===== src/source/eth_frame_pkg.sv =====
package eth_frame_pkg;

  // ====================
  // delimiters
  // ====================
  localparam logic [7:0] PREAMBLE_BYTE = 8'h55;
  localparam logic [7:0] SFD_BYTE      = 8'hD5;

  // ====================
  // frame classification
  // ====================

  // first ethertype byte of a time-triggered frame
  localparam logic [7:0] TTE_TYPE_BYTE   = 8'h92;
  localparam int         TYPE_BYTE_INDEX = 12;  // byte index after the sfd

  // ====================
  // frame checks
  // ====================

  // left behind in the crc register by a frame with a good fcs
  localparam logic [31:0] CRC_RESIDUE = 32'hC704_DD7B;

  localparam int MIN_FRAME_LEN = 64;    // shorter is a runt
  localparam int MAX_LEGAL_LEN = 1518;  // longer is a giant

endpackage


===== src/source/mac_rx_pkg.sv =====
package mac_rx_pkg;

  // ====================
  // widths
  // ====================
  localparam int BYTE_W     = 8;
  localparam int LEN_W      = 13;
  localparam int SLOT_IDX_W = 11;              // byte index inside one slot
  localparam int RAM_ADDR_W = SLOT_IDX_W + 1;  // slot bit on top
  localparam int CRC_W      = 32;

  typedef logic [BYTE_W-1:0]     byte_t;
  typedef logic [LEN_W-1:0]      frame_len_t;
  typedef logic [RAM_ADDR_W-1:0] ram_addr_t;
  typedef logic [CRC_W-1:0]      crc_t;

  // ====================
  // hand-over records
  // ====================

  // framer -> unloader, one per stored frame
  typedef struct packed {
    logic       valid;   // one-cycle pulse
    logic       slot;
    frame_len_t length;  // bytes after the sfd
    logic       tte;
  } frame_load_t;

  // one output byte
  typedef struct packed {
    logic  valid;
    logic  last;
    logic  tte;
    byte_t data;
  } rx_byte_t;

  // end-of-frame descriptor
  typedef struct packed {
    logic       valid;
    logic       tte;
    logic       runt;
    logic       giant;
    logic       crc_err;
    frame_len_t length;
  } rx_desc_t;

endpackage


===== src/source/gmii_rx_framer.sv =====
`timescale 1ns/1ns

module gmii_rx_framer #(
  parameter int MAX_FRAME_LEN = 1519
) (
  input  logic                    rx_clk,
  input  logic                    rstn_mac,
  input  logic                    rx_dv,
  input  mac_rx_pkg::byte_t       gmii_rxd,
  output logic                    wr_en,
  output mac_rx_pkg::ram_addr_t   wr_addr,
  output mac_rx_pkg::byte_t       wr_data,
  output mac_rx_pkg::frame_load_t load
);
  import mac_rx_pkg::*;
  import eth_frame_pkg::*;

  typedef enum logic [1:0] {
    ST_IDLE,
    ST_PREAMBLE,
    ST_CAPTURE,
    ST_DRAIN
  } state_t;

  state_t      state;
  logic        dv_q;
  byte_t       rxd_q;
  frame_len_t  byte_cnt;  // bytes written into the current slot
  logic        slot;
  logic        tte;
  logic        is_sfd;
  logic        is_pre;
  logic        type_hit;
  logic        at_limit;
  frame_load_t load_q;

  // ====================
  // gmii input register
  // ====================
  always_ff @(posedge rx_clk or negedge rstn_mac) begin
    if (!rstn_mac) begin
      dv_q <= 1'b0;
    end else begin
      dv_q <= rx_dv;
    end
  end

  always_ff @(posedge rx_clk) begin
    rxd_q <= gmii_rxd;
  end

  assign is_sfd   = dv_q && (rxd_q == SFD_BYTE);
  assign is_pre   = dv_q && (rxd_q == PREAMBLE_BYTE);
  assign type_hit = (byte_cnt == frame_len_t'(TYPE_BYTE_INDEX)) && (rxd_q == TTE_TYPE_BYTE);
  assign at_limit = (byte_cnt == frame_len_t'(MAX_FRAME_LEN - 1));

  // ====================
  // buffer write port
  // ====================
  assign wr_en   = (state == ST_CAPTURE) && dv_q;
  assign wr_addr = {slot, byte_cnt[SLOT_IDX_W-1:0]};
  assign wr_data = rxd_q;

  // ====================
  // delimiter search and capture
  // ====================
  always_ff @(posedge rx_clk or negedge rstn_mac) begin
    if (!rstn_mac) begin
      state    <= ST_IDLE;
      byte_cnt <= '0;
      slot     <= 1'b0;
      tte      <= 1'b0;
      load_q   <= '0;
    end else begin
      load_q.valid <= 1'b0;  // strobe by default
      case (state)
        ST_IDLE: begin
          byte_cnt <= '0;
          tte      <= 1'b0;
          if (is_sfd) begin
            state <= ST_CAPTURE;  // sfd without preamble
          end else if (is_pre) begin
            state <= ST_PREAMBLE;
          end else if (dv_q) begin
            state <= ST_DRAIN;  // junk at start of burst
          end
        end
        ST_PREAMBLE: begin
          if (!dv_q) begin
            state <= ST_IDLE;
          end else if (is_sfd) begin
            state <= ST_CAPTURE;
          end else if (!is_pre) begin
            state <= ST_DRAIN;
          end
        end
        ST_CAPTURE: begin
          if (dv_q) begin
            byte_cnt <= byte_cnt + 1'b1;
            if (type_hit) begin
              tte <= 1'b1;
            end
            // truncate, rest of the burst is dropped
            if (at_limit) begin
              load_q <= '{valid: 1'b1, slot: slot, length: byte_cnt + 1'b1,
                          tte: tte | type_hit};
              slot   <= ~slot;
              state  <= ST_DRAIN;
            end
          end else begin
            // empty frames are not handed over
            if (byte_cnt != '0) begin
              load_q <= '{valid: 1'b1, slot: slot, length: byte_cnt, tte: tte};
              slot   <= ~slot;
            end
            state <= ST_IDLE;
          end
        end
        ST_DRAIN: begin
          if (!dv_q) begin
            state <= ST_IDLE;
          end
        end
        default: state <= ST_IDLE;
      endcase
    end
  end

  assign load = load_q;

endmodule


===== config.mk =====
export PLATFORM = sky130hd
export DESIGN_NAME = gmii_rx_framer
export DESIGN_NICKNAME = d
export VERILOG_FILES = /design/src/source/eth_frame_pkg.sv /design/src/source/mac_rx_pkg.sv /design/src/source/gmii_rx_framer.sv
export SDC_FILE = /design/constraint.sdc
export NUM_CORES = 1
export LEC_CHECK = 0
export ABC_AREA = 0
export ABC_CLOCK_PERIOD_IN_PS = 4500
export BUFFER_PORTS_ARGS = -buffer_cell sky130_fd_sc_hd__buf_2
export CAP_MARGIN = 0
export CORE_ASPECT_RATIO = 2
export CORE_MARGIN = 2
export CORE_UTILIZATION = 35
export CTS_CLUSTER_DIAMETER = 30
export DETAILED_ROUTE_END_ITERATION = 10
export MAX_ROUTING_LAYER = met4
export SKIP_LAST_GASP = 1
export SLEW_MARGIN = 20
export SYNTH_ARGS = -nofsm -noshare
export SYNTH_HDL_FRONTEND = slang
export SYNTH_SLANG_ARGS = --single-unit

===== constraint.sdc =====
create_clock -name rx_clk -period 4.5 [get_ports rx_clk]
set_input_delay 0.225 -clock rx_clk [delete_from_list [all_inputs] [get_ports rx_clk]]
set_output_delay 0.225 -clock rx_clk [all_outputs]
set_load 0.005 [all_outputs]

==> out/qor.yml <==
outcome: "finished, violations left"
violations: "hold timing"
htree_levels: 2
top_level_ports: 48
synth_top_area_share_pct: 42.7
final_nets: 244
cts_resized: 0
die_y_um: 111
syn_area_um2: 1990
synth_simple_gate_area_share_pct: 17.9
irDropWorstVdd_uv: 354
antenna_cells: 0
clk_latency_ps: 290
min_period_ps: 2630
hold_violations: 6
cp_data_arrival_time_ps: 2810
setup_viol: 0
grt_overflow: 0
globalplace.congestion: 0.816
grt_start_max_net_pins: 35
whs_ps: -8.69
antenna_left: 0
stdcell_count: 291
synthFlopType: "dfrtp_1"
pwr-share-seq_pct: 50.4
syn_to_final_growth_pct: 13.9
cts_tree: "done"
pwr-share-comb_pct: 13.6
fp.dieW_um: 57.3
dr.pass1.iters: 4
async_flop_share_pct: 81.0
die_area_um2: 6350
power_density_nw_per_um2: 391
dp_hpwl_um: 3560
synth_compound_area_share_pct: 17.0
grt_usage_pct: 16.2
critical_path_class: "reg2reg"
max_slew_margin_pct: 49.1
drt_wl_total_um: 4710
clkSinkCount: 42
intPower_mw: 0.670
drive_above_1_share_pct: 26.8
cap_violations: 0
cts_setup_buffers: 0
dr.first_iter.drc_count: 60
antenna_found_initial: 0
grt_setup_unrepaired: "false"
worstMarginPinSlew_ps: 763
max_freq_mhz: 380
clockBufferDepth: 2
synth.distinct_cells: 40
min_path_type: "in2async"
syn_inst: 199
fin_crit_sh_pct: 58.6
synth-edff-count: 0
skew_ps: 2.88
initial_core_util_pct: 36.4
stdcell_area_um2: 2270
synth_area_leaders: "dfrtp_1 (43%), dfxtp_1 (8.0%), o21ai_0 (6.3%)"
switchingPower_mw: 0.218
syn_area_per_cell_um2: 10.0
coreArea_um2: 5470
placed_cell_area_um2: 2140
synthMuxAreaShare_pct: 2.20
num_rows: 38
cts_made_buffers: 5
ys.warnings.count: 0
ys_seq_elements: 42
routed_via_density: 5.48
dp.cells: 283
yosysTopAreaCell: "dfrtp_1"
io_buffers: 47
finalMaxSlewViolations: 0
grt_pass1_wl_um: 7800
yosysSeqAreaShare_pct: 50.8
worstSetupEndpointType: "flop"
ctsHoldBuffers: 0
synth_adder_area_share_pct: 1.88
p_leak_nw: 1.07
path_max_fanout: 13
drc_errors: 0
grt_pass1_vias: 1641
synth_top_family_by_area: "simple AND/OR/NAND/NOR gates"
p_sw_share_pct: 24.5
path_clk_slew_ps: 80
vias: 1596
synth_xor_area_share_pct: 0.879
clockRootBuffer: "clkbuf_8"
crit_required_ps: 4680
start_kind: "flop"
clkPwrFrac_pct: 36.1
synth_fp_nets: 213
avgRoutedWirePerCell_um: 16.2
tns_ps: 0
==> power by group through the flow <==
| stage | combinational (mW) | clock, mW | sequential [mW] |
|---|---|---|---|
| final | 0.121 | 0.320 | 0.447 |
| after global routing | 0.135 | 0.348 | 0.454 |
| after CTS | 0.124 | 0.330 | 0.448 |
| after detailed placement | 0.123 | 0 | 0.456 |
| after global placement | 0.122 | 0 | 0.455 |
| after floorplan | 0.0677 | 0 | 0.453 |
==> layout by cell type, fill, tap and decap left out, types with 2 or more instances in the layout <==
cell type and count:
a22oi_1 4, nor2_1 7, dfrtp_1 34, inv_1 6, nor3_1 4, o22a_1 6, dfxtp_1 8, nor2b_1 2
ha_1 3, o31ai_1 4, nand4_1 6, clkbuf_8 6, clkbuf_16 2, a31oi_1 5, mux2_2 3, nand2_4 2
xor2_1 2, o21ai_0 25, and3_1 2, nand2_1 24, nor4_1 4, a21oi_1 4, nand3_1 6, buf_2 47
==> state kept, by name (all words and copies together), names as in the netlist <==
name      cells
dv_q          1
slot          1
byte_cnt     13
tte           1
wr_data       8
load         16
state         2
==> through the flow <==
step | setup slack [ps] | util [%] | hold slack [ps] | power, mW
2_1_floorplan | 2520 | - | -70.6 | 0.521
3_3_place_gp | 2020 | 39.1 | 327 | 0.577
3_5_place_dp | 1930 | 39.1 | 329 | 0.579
4_1_cts | 1910 | 41.5 | 18.3 | 0.902
5_1_grt | 1720 | 41.5 | 15.1 | 0.937
6_report | 1870 | 41.5 | -8.69 | 0.888
==> per-layer routing <==
metal	global-route usage, %	vias up	part of all wire, %
met5	-	-	0
met4	7.91	0	3.1
met3	2.22	9	2.6
met2	28.3	32	56
met1	17.1	791	38
li1	-	764	-
==> cell usage after synthesis, types with 2 or more instances <==
cell and n:
nand3_1 6, o21ai_0 25, mux2_2 3, nand4_1 6, dfxtp_1 8, nor2_1 7
xor2_1 2, a22oi_1 4, nor4_1 4, nor3_1 4, nor2b_1 2, buf_4 15
a21oi_1 4, and3_1 2, nand2_1 24, nand2_4 2, dfrtp_1 34, clkbuf_1 4
buf_6 3, inv_1 6, o31ai_1 4, ha_1 3, a31oi_1 5, o22a_1 6
==> worst max-delay path, cell delays in order (launching register included) <==
cell and delay (ps):
dfrtp_1 420, nor2b_1 610, nand2_1 430, inv_1 440, nand2_4 130, nand2_4 150
mux2_2 350
==> worst paths after layout <==
kind                       cells past startpoint  slack, ps          end   startpoint
max reg2reg                                    6       1870     load[14]     state[1]
min in group rx_clk                            1         30   wr_data[2]  gmii_rxd[2]
max in group asynchronous                      1       4010  byte_cnt[5]     rstn_mac
min                                            1         -9     load[10]     rstn_mac
max                                            6       1870     load[14]     state[1]
min reg2reg                                    1        490      load[9]      load[9]
==> final cells by class <==
cell class | instances | area, um2
fill | 565 | 3200
sequential | 42 | 1010
multi-input combinational | 128 | 793
timing repair buffer | 47 | 235
clock buffer | 8 | 133
tap | 60 | 75.1
inverter | 6 | 22.5
==> kinds of logic (layout without fill, tap and decap cells) <==
| family | Yosys count | count (layout) |
|---|---|---|
| compound gates | 54 | 54 |
| xor+xnor | 2 | 2 |
| fa+ha+maj | 3 | 3 |
| buf+inv | 29 | 61 |
| flops | 42 | 42 |
| mux | 4 | 4 |
| simple gates | 65 | 65 |
(Power assumes the default switching activity.)
