`config.mk`:
```
export PLATFORM = sky130hd
export DESIGN_NAME = frame_unloader
export DESIGN_NICKNAME = d
export VERILOG_FILES = /design/src/source/eth_frame_pkg.sv /design/src/source/mac_rx_pkg.sv /design/src/source/crc32_8023.sv /design/src/source/frame_unloader.sv
export SDC_FILE = /design/constraint.sdc
export NUM_CORES = 1
export LEC_CHECK = 0
export BUFFER_PORTS_ARGS = -buffer_cell sky130_fd_sc_hd__buf_2
export CORE_MARGIN = 8
export CORE_UTILIZATION = 60
export DETAILED_ROUTE_END_ITERATION = 7
export PLACE_DENSITY = 0.85
export SETUP_SLACK_MARGIN = 0.4
export SYNTH_ARGS = -nofsm -noshare
export SYNTH_HDL_FRONTEND = slang
export SYNTH_HIERARCHICAL = 1
export SYNTH_SLANG_ARGS = --single-unit
```
`constraint.sdc`:
```
create_clock -name rx_clk -period 6.4 [get_ports rx_clk]
set_input_delay 0.64 -clock rx_clk [delete_from_list [all_inputs] [get_ports rx_clk]]
set_output_delay 0.64 -clock rx_clk [all_outputs]
set_load 0.05 [all_outputs]
```
`src/source/eth_frame_pkg.sv`:
```
package eth_frame_pkg;

  // ====================
  // delimiters
  // ====================
  localparam logic [7:0] PREAMBLE_BYTE = 8'h55;
  localparam logic [7:0] SFD_BYTE      = 8'hD5;

  // ====================
  // frame classification
  // ====================

  // first ethertype byte of a time-triggered frame
  localparam logic [7:0] TTE_TYPE_BYTE   = 8'h92;
  localparam int         TYPE_BYTE_INDEX = 12;  // byte index after the sfd

  // ====================
  // frame checks
  // ====================

  // left behind in the crc register by a frame with a good fcs
  localparam logic [31:0] CRC_RESIDUE = 32'hC704_DD7B;

  localparam int MIN_FRAME_LEN = 64;    // shorter is a runt
  localparam int MAX_LEGAL_LEN = 1518;  // longer is a giant

endpackage

```
`src/source/mac_rx_pkg.sv`:
```
package mac_rx_pkg;

  // ====================
  // widths
  // ====================
  localparam int BYTE_W     = 8;
  localparam int LEN_W      = 13;
  localparam int SLOT_IDX_W = 11;              // byte index inside one slot
  localparam int RAM_ADDR_W = SLOT_IDX_W + 1;  // slot bit on top
  localparam int CRC_W      = 32;

  typedef logic [BYTE_W-1:0]     byte_t;
  typedef logic [LEN_W-1:0]      frame_len_t;
  typedef logic [RAM_ADDR_W-1:0] ram_addr_t;
  typedef logic [CRC_W-1:0]      crc_t;

  // ====================
  // hand-over records
  // ====================

  // framer -> unloader, one per stored frame
  typedef struct packed {
    logic       valid;   // one-cycle pulse
    logic       slot;
    frame_len_t length;  // bytes after the sfd
    logic       tte;
  } frame_load_t;

  // one output byte
  typedef struct packed {
    logic  valid;
    logic  last;
    logic  tte;
    byte_t data;
  } rx_byte_t;

  // end-of-frame descriptor
  typedef struct packed {
    logic       valid;
    logic       tte;
    logic       runt;
    logic       giant;
    logic       crc_err;
    frame_len_t length;
  } rx_desc_t;

endpackage

```
`src/source/crc32_8023.sv`:
```
`timescale 1ns/1ns

module crc32_8023 (
  input  logic              rx_clk,
  input  logic              rstn_mac,
  input  logic              init,
  input  logic              calc,
  input  mac_rx_pkg::byte_t data,
  output mac_rx_pkg::crc_t  crc
);
  import mac_rx_pkg::*;

  localparam crc_t POLY = 32'h04C1_1DB7;

  crc_t crc_q;

  // one byte through the 802.3 shift register, lsb of the byte first
  function automatic crc_t crc_step(crc_t cur, byte_t d);
    crc_t nxt;
    logic fb;
    nxt = cur;
    for (int i = 0; i < $bits(byte_t); i++) begin
      fb  = nxt[$bits(crc_t)-1] ^ d[i];
      nxt = {nxt[$bits(crc_t)-2:0], 1'b0};
      if (fb) begin
        nxt = nxt ^ POLY;
      end
    end
    return nxt;
  endfunction

  always_ff @(posedge rx_clk or negedge rstn_mac) begin
    if (!rstn_mac) begin
      crc_q <= '1;
    end else if (init) begin
      crc_q <= '1;  // preset for a new frame
    end else if (calc) begin
      crc_q <= crc_step(crc_q, data);
    end
  end

  assign crc = crc_q;

endmodule

```
`src/source/frame_unloader.sv`:
```
`timescale 1ns/1ns

module frame_unloader (
  input  logic                    rx_clk,
  input  logic                    rstn_mac,
  input  mac_rx_pkg::frame_load_t load,
  output mac_rx_pkg::ram_addr_t   rd_addr,
  input  mac_rx_pkg::byte_t       rd_data,
  output mac_rx_pkg::rx_byte_t    rx_byte,
  output mac_rx_pkg::rx_desc_t    rx_desc
);
  import mac_rx_pkg::*;
  import eth_frame_pkg::*;

  typedef enum logic [1:0] {
    ST_IDLE,
    ST_READ,
    ST_TAIL
  } state_t;

  state_t      state;
  frame_load_t pend;      // one frame waiting
  frame_load_t nxt;
  logic        start;
  logic        cur_slot;
  frame_len_t  cur_len;
  logic        cur_tte;
  frame_len_t  rd_idx;
  logic        rd_last;
  logic        out_vld;
  logic        out_last;
  logic        out_tte;
  logic        crc_init;
  crc_t        crc;
  logic        desc_vld;
  logic        desc_tte;
  logic        desc_runt;
  logic        desc_giant;
  frame_len_t  desc_len;

  assign nxt   = pend.valid ? pend : load;
  // the tail cycle keeps the descriptor apart from the next first byte
  assign start = ((state == ST_IDLE) || (state == ST_TAIL)) && nxt.valid;

  always_ff @(posedge rx_clk or negedge rstn_mac) begin
    if (!rstn_mac) begin
      pend <= '0;
    end else if (start && pend.valid) begin
      pend <= load;  // refill or empty
    end else if (!start && load.valid) begin
      pend <= load;
    end
  end

  // ====================
  // read address walk
  // ====================
  assign rd_last = (rd_idx == cur_len - 1'b1);
  assign rd_addr = {cur_slot, rd_idx[SLOT_IDX_W-1:0]};

  always_ff @(posedge rx_clk or negedge rstn_mac) begin
    if (!rstn_mac) begin
      state  <= ST_IDLE;
      rd_idx <= '0;
    end else begin
      case (state)
        ST_READ: begin
          rd_idx <= rd_idx + 1'b1;
          if (rd_last) begin
            state <= ST_TAIL;
          end
        end
        ST_IDLE, ST_TAIL: begin
          rd_idx <= '0;
          state  <= start ? ST_READ : ST_IDLE;
        end
        default: state <= ST_IDLE;
      endcase
    end
  end

  always_ff @(posedge rx_clk) begin
    if (start) begin
      cur_slot <= nxt.slot;
      cur_len  <= nxt.length;
      cur_tte  <= nxt.tte;
    end
  end

  // ====================
  // output byte, aligned to ram latency
  // ====================
  always_ff @(posedge rx_clk or negedge rstn_mac) begin
    if (!rstn_mac) begin
      out_vld  <= 1'b0;
      out_last <= 1'b0;
      out_tte  <= 1'b0;
    end else begin
      out_vld  <= (state == ST_READ);
      out_last <= (state == ST_READ) && rd_last;
      out_tte  <= cur_tte;
    end
  end

  assign rx_byte  = '{valid: out_vld, last: out_last, tte: out_tte, data: rd_data};
  assign crc_init = (state == ST_READ) && (rd_idx == '0);

  crc32_8023 u_crc (
    .rx_clk   (rx_clk),
    .rstn_mac (rstn_mac),
    .init     (crc_init),
    .calc     (out_vld),
    .data     (rd_data),
    .crc      (crc)
  );

  // ====================
  // descriptor
  // ====================
  always_ff @(posedge rx_clk or negedge rstn_mac) begin
    if (!rstn_mac) begin
      desc_vld <= 1'b0;
    end else begin
      desc_vld <= out_vld && out_last;
    end
  end

  // cur_* still hold this frame in the tail cycle
  always_ff @(posedge rx_clk) begin
    if (out_vld && out_last) begin
      desc_tte   <= out_tte;
      desc_len   <= cur_len;
      desc_runt  <= (cur_len < MIN_FRAME_LEN);
      desc_giant <= (cur_len > MAX_LEGAL_LEN);
    end
  end

  // crc register has taken the last byte by now
  assign rx_desc = '{valid: desc_vld, tte: desc_tte, runt: desc_runt, giant: desc_giant,
                     crc_err: desc_vld && (crc != CRC_RESIDUE), length: desc_len};

endmodule

```
==> flow_metrics.py <==
metrics = {
    "sta": {
        "grt_setup_unrepaired": "no",
        "setup_viol_count_final": 0,
        "hold_viol": 0,
        "final.setup_skew_ns": 0.0111,
        "timing.slew.headroom": 0.140,
        "timing.final.crit_share": 0.420,
        "period_needed_ns": 2.69,
        "tightest_slew_ns": 1.29,
        "fin_tns_setup_ns": 0,
        "slew_violations": 0,
        "fin_ws_ns": 3.71,
        "clock.fmax_mhz": 372,
    },
    "placed_design": {
        "io_buffer_count": 66,
        "dpl.hpwl_mm": 8.35,
        "gp_congestion": 0.869,
        "pre_cts_ws_ns": 3.79,
    },
    "outcome": {
        "status": "completed",
    },
    "synth": {
        "synthMuxAreaShare": 0.0640,
        "syn_inst": 441,
        "yosys.area.top_type_share": 0.166,
        "synth_edf_count": 31,
        "synth.largest_area_cell": "edfxtp_1",
        "synth_xor_xnor_area_share": 0.217,
        "synth.avg_cell_area_um2": 12.7,
        "synth_area_um2": 5590,
        "ys_top_cells_by_area": "edfxtp_1, dfrtp_1, dfstp_2",
        "syn_nets": 470,
        "ys.warnings.count": 6,
        "synth_compound_area_frac": 0.0752,
        "synth_top_family_by_area": "XOR/XNOR gates",
        "synth-seq-area-share": 0.473,
        "synth_seq_cells": 98,
        "yosys.area_share.simple": 0.108,
        "ys.flop_type": "dfrtp_1",
        "ys_types": 60,
        "synthArstFlopShare": 0.684,
        "synthAdderAreaFrac": 0.00850,
    },
    "detailed_routing": {
        "drt_iter0_markers": 177,
        "vias": 3513,
        "antenna_left": 0,
        "wl_mm": 11.6,
        "dr.pass1.iters": 5,
        "avgViaCountPerCell": 5.93,
        "wire_per_inst_um": 19.6,
        "drcViolationCount": 0,
    },
    "global_route": {
        "grt_pass1_wl_mm": 18.8,
        "grt_antenna_before_repair": 0,
        "first_global_vias": 3729,
        "grt_max_degree": 68,
        "grt-ovfl-total": 0,
        "grt_usage": 0.187,
    },
    "cells_and_area": {
        "nets": 505,
        "syn_to_final_growth_pct": 7.09,
        "drive_gt1_frac": 0.343,
        "diodes": 0,
    },
    "critical_path": {
        "arrival_ns": 2.97,
        "crit_chain": "inv_1, ha_1, nor4b_1, and4_1, nor2_1, a21oi_1",
        "path_max_fanout": 34,
        "start_kind": "flip-flop",
        "required_ns": 6.68,
        "end_kind": "flip-flop",
        "slowest_delay_ns": 1.12,
        "slowest_stage": "and4_1",
        "critPathKind": "reg -> reg",
    },
    "floorplanning": {
        "coreArea_um2": 9150,
        "dieArea_um2": 12700,
        "chipHeight_um": 113,
        "ioPinCount": 67,
        "die_x_um": 113,
        "initial_core_util": 0.611,
        "fp-row-count": 35,
    },
    "power_and_ir_drop": {
        "vdd_drop_max_v": 0.000330,
        "power.density_nw_per_um2": 591,
        "p_leak_nw": 2.53,
    },
    "clock_network": {
        "cts_hold_buf": 0,
        "cts_root_buffer": "clkbuf_8",
        "cts_setup_buffers": 0,
        "cts_max_path_buffers": 2,
        "numCtsBuffers": 9,
        "cts.sinks": 98,
        "cts.htree.levels": 3,
        "cts_tree": "built",
        "clock_latency_ns": 0.36,
        "ctsResizeCount": 0,
        "clk_pin_slew_worst_paths_ns": 0.10,
    },
    "flow_run": {
        "maxCapViolCount": 0,
    },
    "hold_path": {
        "min_path_type": "reg -> reg",
    },
}
==> flip-flops by register name, indices dropped and copies added, names as in the netlist <==
register	count
cur_len	13
cur_slot	1
cur_tte	1
desc_giant	1
desc_len	13
desc_runt	1
desc_tte	1
desc_vld	1
out_last	1
out_tte	1
out_vld	1
pend	16
rd_idx	13
state	2
u_crc/crc	32
==> per-layer routing <==
metal | part of all wire | track usage | up-vias
met3 | 0.044 | 0.0424 | 22
met2 | 0.53 | 0.331 | 114
met5 | 0 | 0 | -
li1 | - | - | 1612
met4 | 0.022 | 0.0683 | 0
met1 | 0.40 | 0.217 | 1765
==> kinds of logic (layout without fill, tap and decap cells) <==
logic type | after synthesis | in the layout
AND/OR/NAND/NOR | 103 | 103
flip-flops | 98 | 98
XOR/XNOR | 92 | 92
AO/OA/AOI/OAI | 60 | 60
buffers and inverters | 52 | 92
multiplexers | 32 | 32
adder cells (fa/ha/maj) | 4 | 4
==> synth_stat cells, drive strengths merged (2+ instances only) <==
| library cell | instances |
|---|---|
| o211ai | 2 |
| nand2 | 11 |
| nor2 | 16 |
| nor3 | 10 |
| nand3 | 3 |
| xor2 | 16 |
| mux2i | 2 |
| a21bo | 2 |
| xnor2 | 57 |
| xor3 | 3 |
| xnor3 | 16 |
| edfxtp | 31 |
| nor4 | 9 |
| nand4 | 3 |
| clkbuf | 15 |
| mux2 | 30 |
| a211o | 18 |
| nor4b | 2 |
| and3 | 2 |
| ha | 3 |
| buf | 31 |
| or3 | 6 |
| nand4b | 4 |
| dfrtp | 35 |
| or4 | 4 |
| and2 | 10 |
| dfstp | 32 |
| a21boi | 3 |
| nor3b | 2 |
| a21oi | 14 |
| nor2b | 15 |
| inv | 5 |
| o21ai | 11 |
| a41oi | 2 |
==> final timing paths <==
path | startpoint | to | slack, ns | cells past startpoint
max in group asynchronous | rstn_mac | pend[5] | 5.38 | 2
max | rd_idx[0] | u_crc/crc[6] | 3.71 | 6
min | cur_tte | out_tte | 0.36 | 0
min in group asynchronous | rstn_mac | rd_idx[5] | 0.46 | 2
max reg2reg | rd_idx[0] | u_crc/crc[6] | 3.71 | 6
min reg2reg | cur_tte | out_tte | 0.36 | 0
==> power breakdown <==
group          leakage, nW  internal, W  total, W  switching [W]
combinational         1.39      0.00116   0.00203       0.000880
clock               0.0967     0.000149  0.000377       0.000229
sequential            1.04     0.000941   0.00113       0.000188
total                 2.53      0.00224   0.00354        0.00130
==> per-stage QoR <==
step	cell area, µm²	cells	power [W]	utilization	hold slack (ns)
2_1_floorplan	5590	441	0.00283	-	0.331
3_3_place_gp	5810	576	0.00307	0.635	0.336
3_5_place_dp	5810	576	0.00317	0.635	0.345
4_1_cts	5990	592	0.00356	0.654	0.357
5_1_grt	5990	592	0.00374	0.654	0.348
6_report	5990	592	0.00354	0.654	0.356
==> cell usage in the layout, fill, tap and decap left out, types with 5 or more instances in the layout <==
cell type,instances
xnor2_2,9
o21ai_0,7
mux2_2,30
dfrtp_1,35
nand2_1,11
edfxtp_1,31
xnor3_1,16
or3_1,6
xor2_1,14
dfstp_2,32
clkbuf_8,9
nor4_1,9
nor2_1,16
nor3_1,9
nor2b_1,15
xnor2_1,45
buf_2,66
a211o_1,18
and2_1,10
inv_1,5
a21oi_1,14
==> layout make-up <==
type                            instances  area, µm²
Clock buffer                            9        124
Clock inverter                          7       56.3
Fill cell                             678       3160
Inverter                                6       22.5
Multi-Input combinational cell        291       2640
Sequential cell                        98       2650
Tap cell                              111        139
Timing Repair Buffer                   70        360
==> worst max-delay path: cells and delay by family, from the launching register on <==
| family | cells | cell delay, ns |
|---|---|---|
| AND/OR/NAND/NOR | 3 | 1.66 |
| flip-flops | 1 | 0.45 |
| adder cells (fa/ha/maj) | 1 | 0.14 |
| AO/OA/AOI/OAI | 1 | 0.24 |
| buffers and inverters | 1 | 0.11 |
No activity file was read; power rests on OpenSTA's default activity.
